[src/include/dcache_cfg.svh]
`ifndef DCACHE_CFG_SVH
`define DCACHE_CFG_SVH

// associativity of the cache.
`define DCACHE_WAYS 4

// number of sets, gives a 6-bit index.
`define DCACHE_SETS 64

// request queue depth, equal to the core's starting credits.
`define DCACHE_REQ_CREDITS 2

// anything above this is device space and bypasses the cache.
`define DCACHE_CACHEABLE_LIMIT 64'h8fff_ffff

`endif

[src/design/dcache_pkg.sv]
`include "dcache_cfg.svh"

package dcache_pkg;

	localparam int OFFSET_W = 4; // 16-byte lines.
	localparam int INDEX_W = $clog2(`DCACHE_SETS);
	localparam int TAG_W = 64 - INDEX_W - OFFSET_W;

	typedef struct packed {
		logic [TAG_W-1:0] tag;
		logic [INDEX_W-1:0] index;
		logic [OFFSET_W-1:0] offset;
	} dcache_addr_fields_t;

	// one address word, seen raw or split for the arrays.
	typedef union packed {
		logic [63:0] raw;
		dcache_addr_fields_t fields;
	} dcache_addr_u;

	typedef struct packed {
		logic write;
		dcache_addr_u addr;
		logic [63:0] wdata;
		logic [7:0] strb;
	} dcache_req_t;

	typedef struct packed {
		dcache_req_t req;
		logic cacheable;
		logic hit;
		logic [`DCACHE_WAYS-1:0] hit_way; // one-hot, zero on miss.
		logic [`DCACHE_WAYS-1:0] victim_way; // one-hot.
	} dcache_lookup_t;

	typedef struct packed {
		logic valid;
		logic [INDEX_W-1:0] index;
		logic [TAG_W-1:0] tag;
		logic [`DCACHE_WAYS-1:0] way;
	} dcache_fill_t;

	typedef struct packed {
		logic write;
		logic [63:0] addr; // line aligned for reads.
		logic [63:0] wdata;
		logic [7:0] strb;
	} dcache_mem_req_t;

	typedef logic [127:0] dcache_line_t;

	typedef struct packed {
		logic write;
		logic [63:0] rdata;
	} dcache_rsp_t;

endpackage

[src/design/dcache_response.sv]
`timescale 1ns/1ps

module dcache_response (
	input  logic line_valid,
	input  dcache_pkg::dcache_line_t line,
	input  logic [3:0] line_offset,
	input  logic line_write,
	output logic rsp_valid,
	output dcache_pkg::dcache_rsp_t rsp
);

	logic [63:0] half;

	// offset bit 3 picks the doubleword within the line.
	assign half = line_offset[3] ? line[127:64] : line[63:0];

	assign rsp_valid = line_valid;
	assign rsp.write = line_write;
	assign rsp.rdata = line_write ? 64'd0 : half; // writes only acknowledge.

endmodule

[config.mk]
export PLATFORM = sky130hd
export DESIGN_NAME = dcache_response
export DESIGN_NICKNAME = d
export VERILOG_FILES = /design/src/design/dcache_pkg.sv /design/src/design/dcache_response.sv
export VERILOG_INCLUDE_DIRS = /design/src /design/src/include
export SDC_FILE = /design/constraint.sdc
export NUM_CORES = 1
export LEC_CHECK = 0
export BUFFER_PORTS_ARGS = -buffer_cell sky130_fd_sc_hd__clkbuf_2
export CAP_MARGIN = 20
export CORE_AREA = 4 4 74 76
export DETAILED_ROUTE_END_ITERATION = 12
export DIE_AREA = 0 0 78 80
export PLACE_DENSITY = 0.7
export RECOVER_POWER = 100
export SYNTH_ARGS = -nofsm -noshare
export SYNTH_HDL_FRONTEND = slang
export SYNTH_SLANG_ARGS = --single-unit
[constraint.sdc]
create_clock -name vclk -period 1.1
set_clock_uncertainty 0.1 [all_clocks]
set_input_delay 0.11 -clock vclk [all_inputs]
set_output_delay 0.11 -clock vclk [all_outputs]
set_load 0.005 [all_outputs]
Yosys cells after proc, flatten, opt, wreduce, memory -nomap -nowiden. Index checks and enable logic that the tools add are counted.

Output and inout port bits: 66. Word-level logic and storage cells: 2. Register bits: 0.

Multiplexer cells: 2.

Operators by type and width (number): 64-bit two-way mux (2).

Logic depth before layout (Yosys ltp).
Word-level depth: 2. Depth in mapped cells: 4. Depth with buffers taken out: 2.

Worst setup path after synthesis. OpenSTA, ideal clock, no wires.

Path type: input-to-output. Start point: input line_offset[3]. End point: output rsp[10] in the netlist's numbering. Slack: 235 ps. Arrival time: 655 ps. Buffers on the path: 2. Stages: 4. Required time: 890 ps. Cell sequence: buf_6 -> buf_8 -> mux2i_1 -> nor2_1.

RTL lines: start, declared (line dcache_response.sv:6) `input logic [3:0] line_offset,`; end, declared (line dcache_response.sv:9) `output dcache_pkg::dcache_rsp_t rsp`.

==> flow_summary.json <==
{
  "synth_area_leaders": "mux2i_1, nor2_1, buf_8, buf_1, buf_4",
  "grt_pass1_wl_um": 6740,
  "p_int_mw": 0.422,
  "diodes": 0,
  "slew_headroom_pct": 87.0,
  "status": "finished, final reports clean",
  "pwr-share-clk_pct": 0,
  "post_drt_wl_per_cell_um": 12.3,
  "worstMarginPinSlew_ps": 195,
  "critical_path.max_fanout": 8,
  "path_delay_family": "buffers and inverters",
  "synth_compound_area_share_pct": 0,
  "rows": 25,
  "comb_power_share_pct": 100.0,
  "nClkBuffers": 0,
  "fin_util_pct": 42.9,
  "leakage_nw": 1.28,
  "drtIter0Drc": 41,
  "synth_commonest_cells": "mux2i_1, nor2_1, buf_1, buf_8, buf_4",
  "io_buffers": 195,
  "ir_worst_vdd_v": 0.000162,
  "power_density_mw_per_mm2": 371,
  "gr-usage-all-layers_pct": 12.2,
  "vias_per_cell": 4.24,
  "swShare_pct": 43.9,
  "rsz0062_at_grt": "no",
  "synth_mux_area_share_pct": 62.5,
  "firstDrtPassIters": 4,
  "netlist_area_mm2": 0.00102,
  "start_util_pct": 21.7,
  "wirelength_um": 4880,
  "syn-num-nets": 278,
  "timing.fmax_ghz": 0.966,
  "drcViolationCount": 0,
  "die_y_um": 80,
  "switchingPower_mw": 0.330,
  "yosysWarnings": 0,
  "path_class": "primary input to output port",
  "seqCellArea_um2": 0,
  "gp_congestion": 0.658,
  "core-area_mm2": 0.00472,
  "grt_max_degree": 35,
  "critPathBufInv": 3,
  "syn_inst": 144,
  "final_net_count": 467,
  "critical_path.max_stage_delay_ps": 240,
  "overflow": 0,
  "synth_largest_area_cell": "mux2i_1",
  "io_pins": 200,
  "synth-adder-area-share_pct": 0,
  "worst-endpoint-required_ps": 890,
  "worstPathArrival_ps": 830,
  "cp-end-kind": "output port",
  "yosysUniqueCellTypes": 7,
  "slowest_stage": "clkbuf_4",
  "die-area_mm2": 0.00624,
  "post_cts_buffers": 0,
  "setup_violations": 0,
  "critPathLaunchType": "primary input",
  "antenna_found_initial": 0,
  "ys_seq_area_share_pct": 0,
  "fill_cells": 496,
  "setup_slack_ps": 64.3,
  "dpl_cell_area_mm2": 0.00202,
  "yosys.area_share.simple_pct": 23.4,
  "synth_xor_area_share_pct": 0,
  "setup_tns_ps": 0,
  "grt_pass1_vias": 1613,
  "p_seq_share_pct": 0,
  "stdcell_area_mm2": 0.00203,
  "min_period_ps": 1040,
  "layout-drive-gt1-share_pct": 53.5,
  "die_w_um": 78,
  "hpwlAfterDp_um": 3820,
  "synth_top_area_share_pct": 62.5,
  "cap_violations": 0,
  "hold_viol_final": 0,
  "holdCritPathClass": "primary input to output port",
  "area_growth_pct": 97.9,
  "dp_slack_ps": 21.7,
  "avgSynthCellArea_um2": 7.12,
  "final_max_slew_viol_count": 0,
  "via_count": 1688,
  "period_share_pct": 94.2,
  "ant_nets": 0,
  "design.seq.count": 0,
  "synth_top_family_by_area": "multiplexers",
  "crit_chain": "buf_8, clkbuf_4, mux2i_1, nor2_1, clkbuf_2"
}
-- per-layer routing --
| metal | GRT usage [%] | share of wire, % |
|---|---|---|
| met5 | 0 | 0 |
| met4 | 1.05 | 0.63 |
| met3 | 2.26 | 12 |
| met2 | 24.9 | 51 |
| met1 | 13.2 | 37 |
-- cells by family after synthesis --
group         after synthesis
mux                        64
simple gates               64
buf+inv                    16
-- layout make-up --
| class | count | area, µm² | share of cell area [%] |
|---|---|---|---|
| repair buffers | 203 | 1050 | 51.7 |
| multi-input cells | 128 | 896 | 44.2 |
| well taps | 67 | 83.8 | 4.13 |
-- layout by cell type (no fill, tap or decap) --
| cell | instances |
|---|---|
| clkbuf_2 | 164 |
| clkbuf_4 | 1 |
| clkbuf_1 | 29 |
| buf_12 | 2 |
| buf_1 | 1 |
| buf_4 | 2 |
| buf_8 | 2 |
| mux2i_1 | 60 |
| buf_6 | 2 |
| nor2_1 | 64 |
| mux2i_2 | 4 |
-- worst paths after layout --
| kind | endpoint | cells after the start | slack, ps | startpoint |
|---|---|---|---|---|
| hold / removal | rsp_valid | 0 | 120 | line_valid |
| setup / recovery | rsp[33] | 5 | 60 | line_offset[3] |
-- power groups by stage --
stage          Sequential [mW]  Combinational, mW  Clock [mW]
4_1_cts                      0              0.751           0
3_3_place_gp                 0              0.732           0
3_5_place_dp                 0              0.748           0
2_1_floorplan                0              0.358           0
6_report                     0              0.753           0
5_1_grt                      0              0.832           0
-- per-stage QoR --
stage                     std cells  hold slack [ps]  total power, mW
after CTS                       394              120            0.751
after detailed placement        394              120            0.748
final                           398              120            0.753
after global placement          394              120            0.732
after floorplan                 144              201            0.358
after global routing            398              120            0.832
-- what timing repair did --
action	4_1_cts	5_1_grt
resized for setup	0	9
setup endpoints to repair	0	37
hold buffers	0	0
Note: power is estimated with default switching activity, not from simulation.
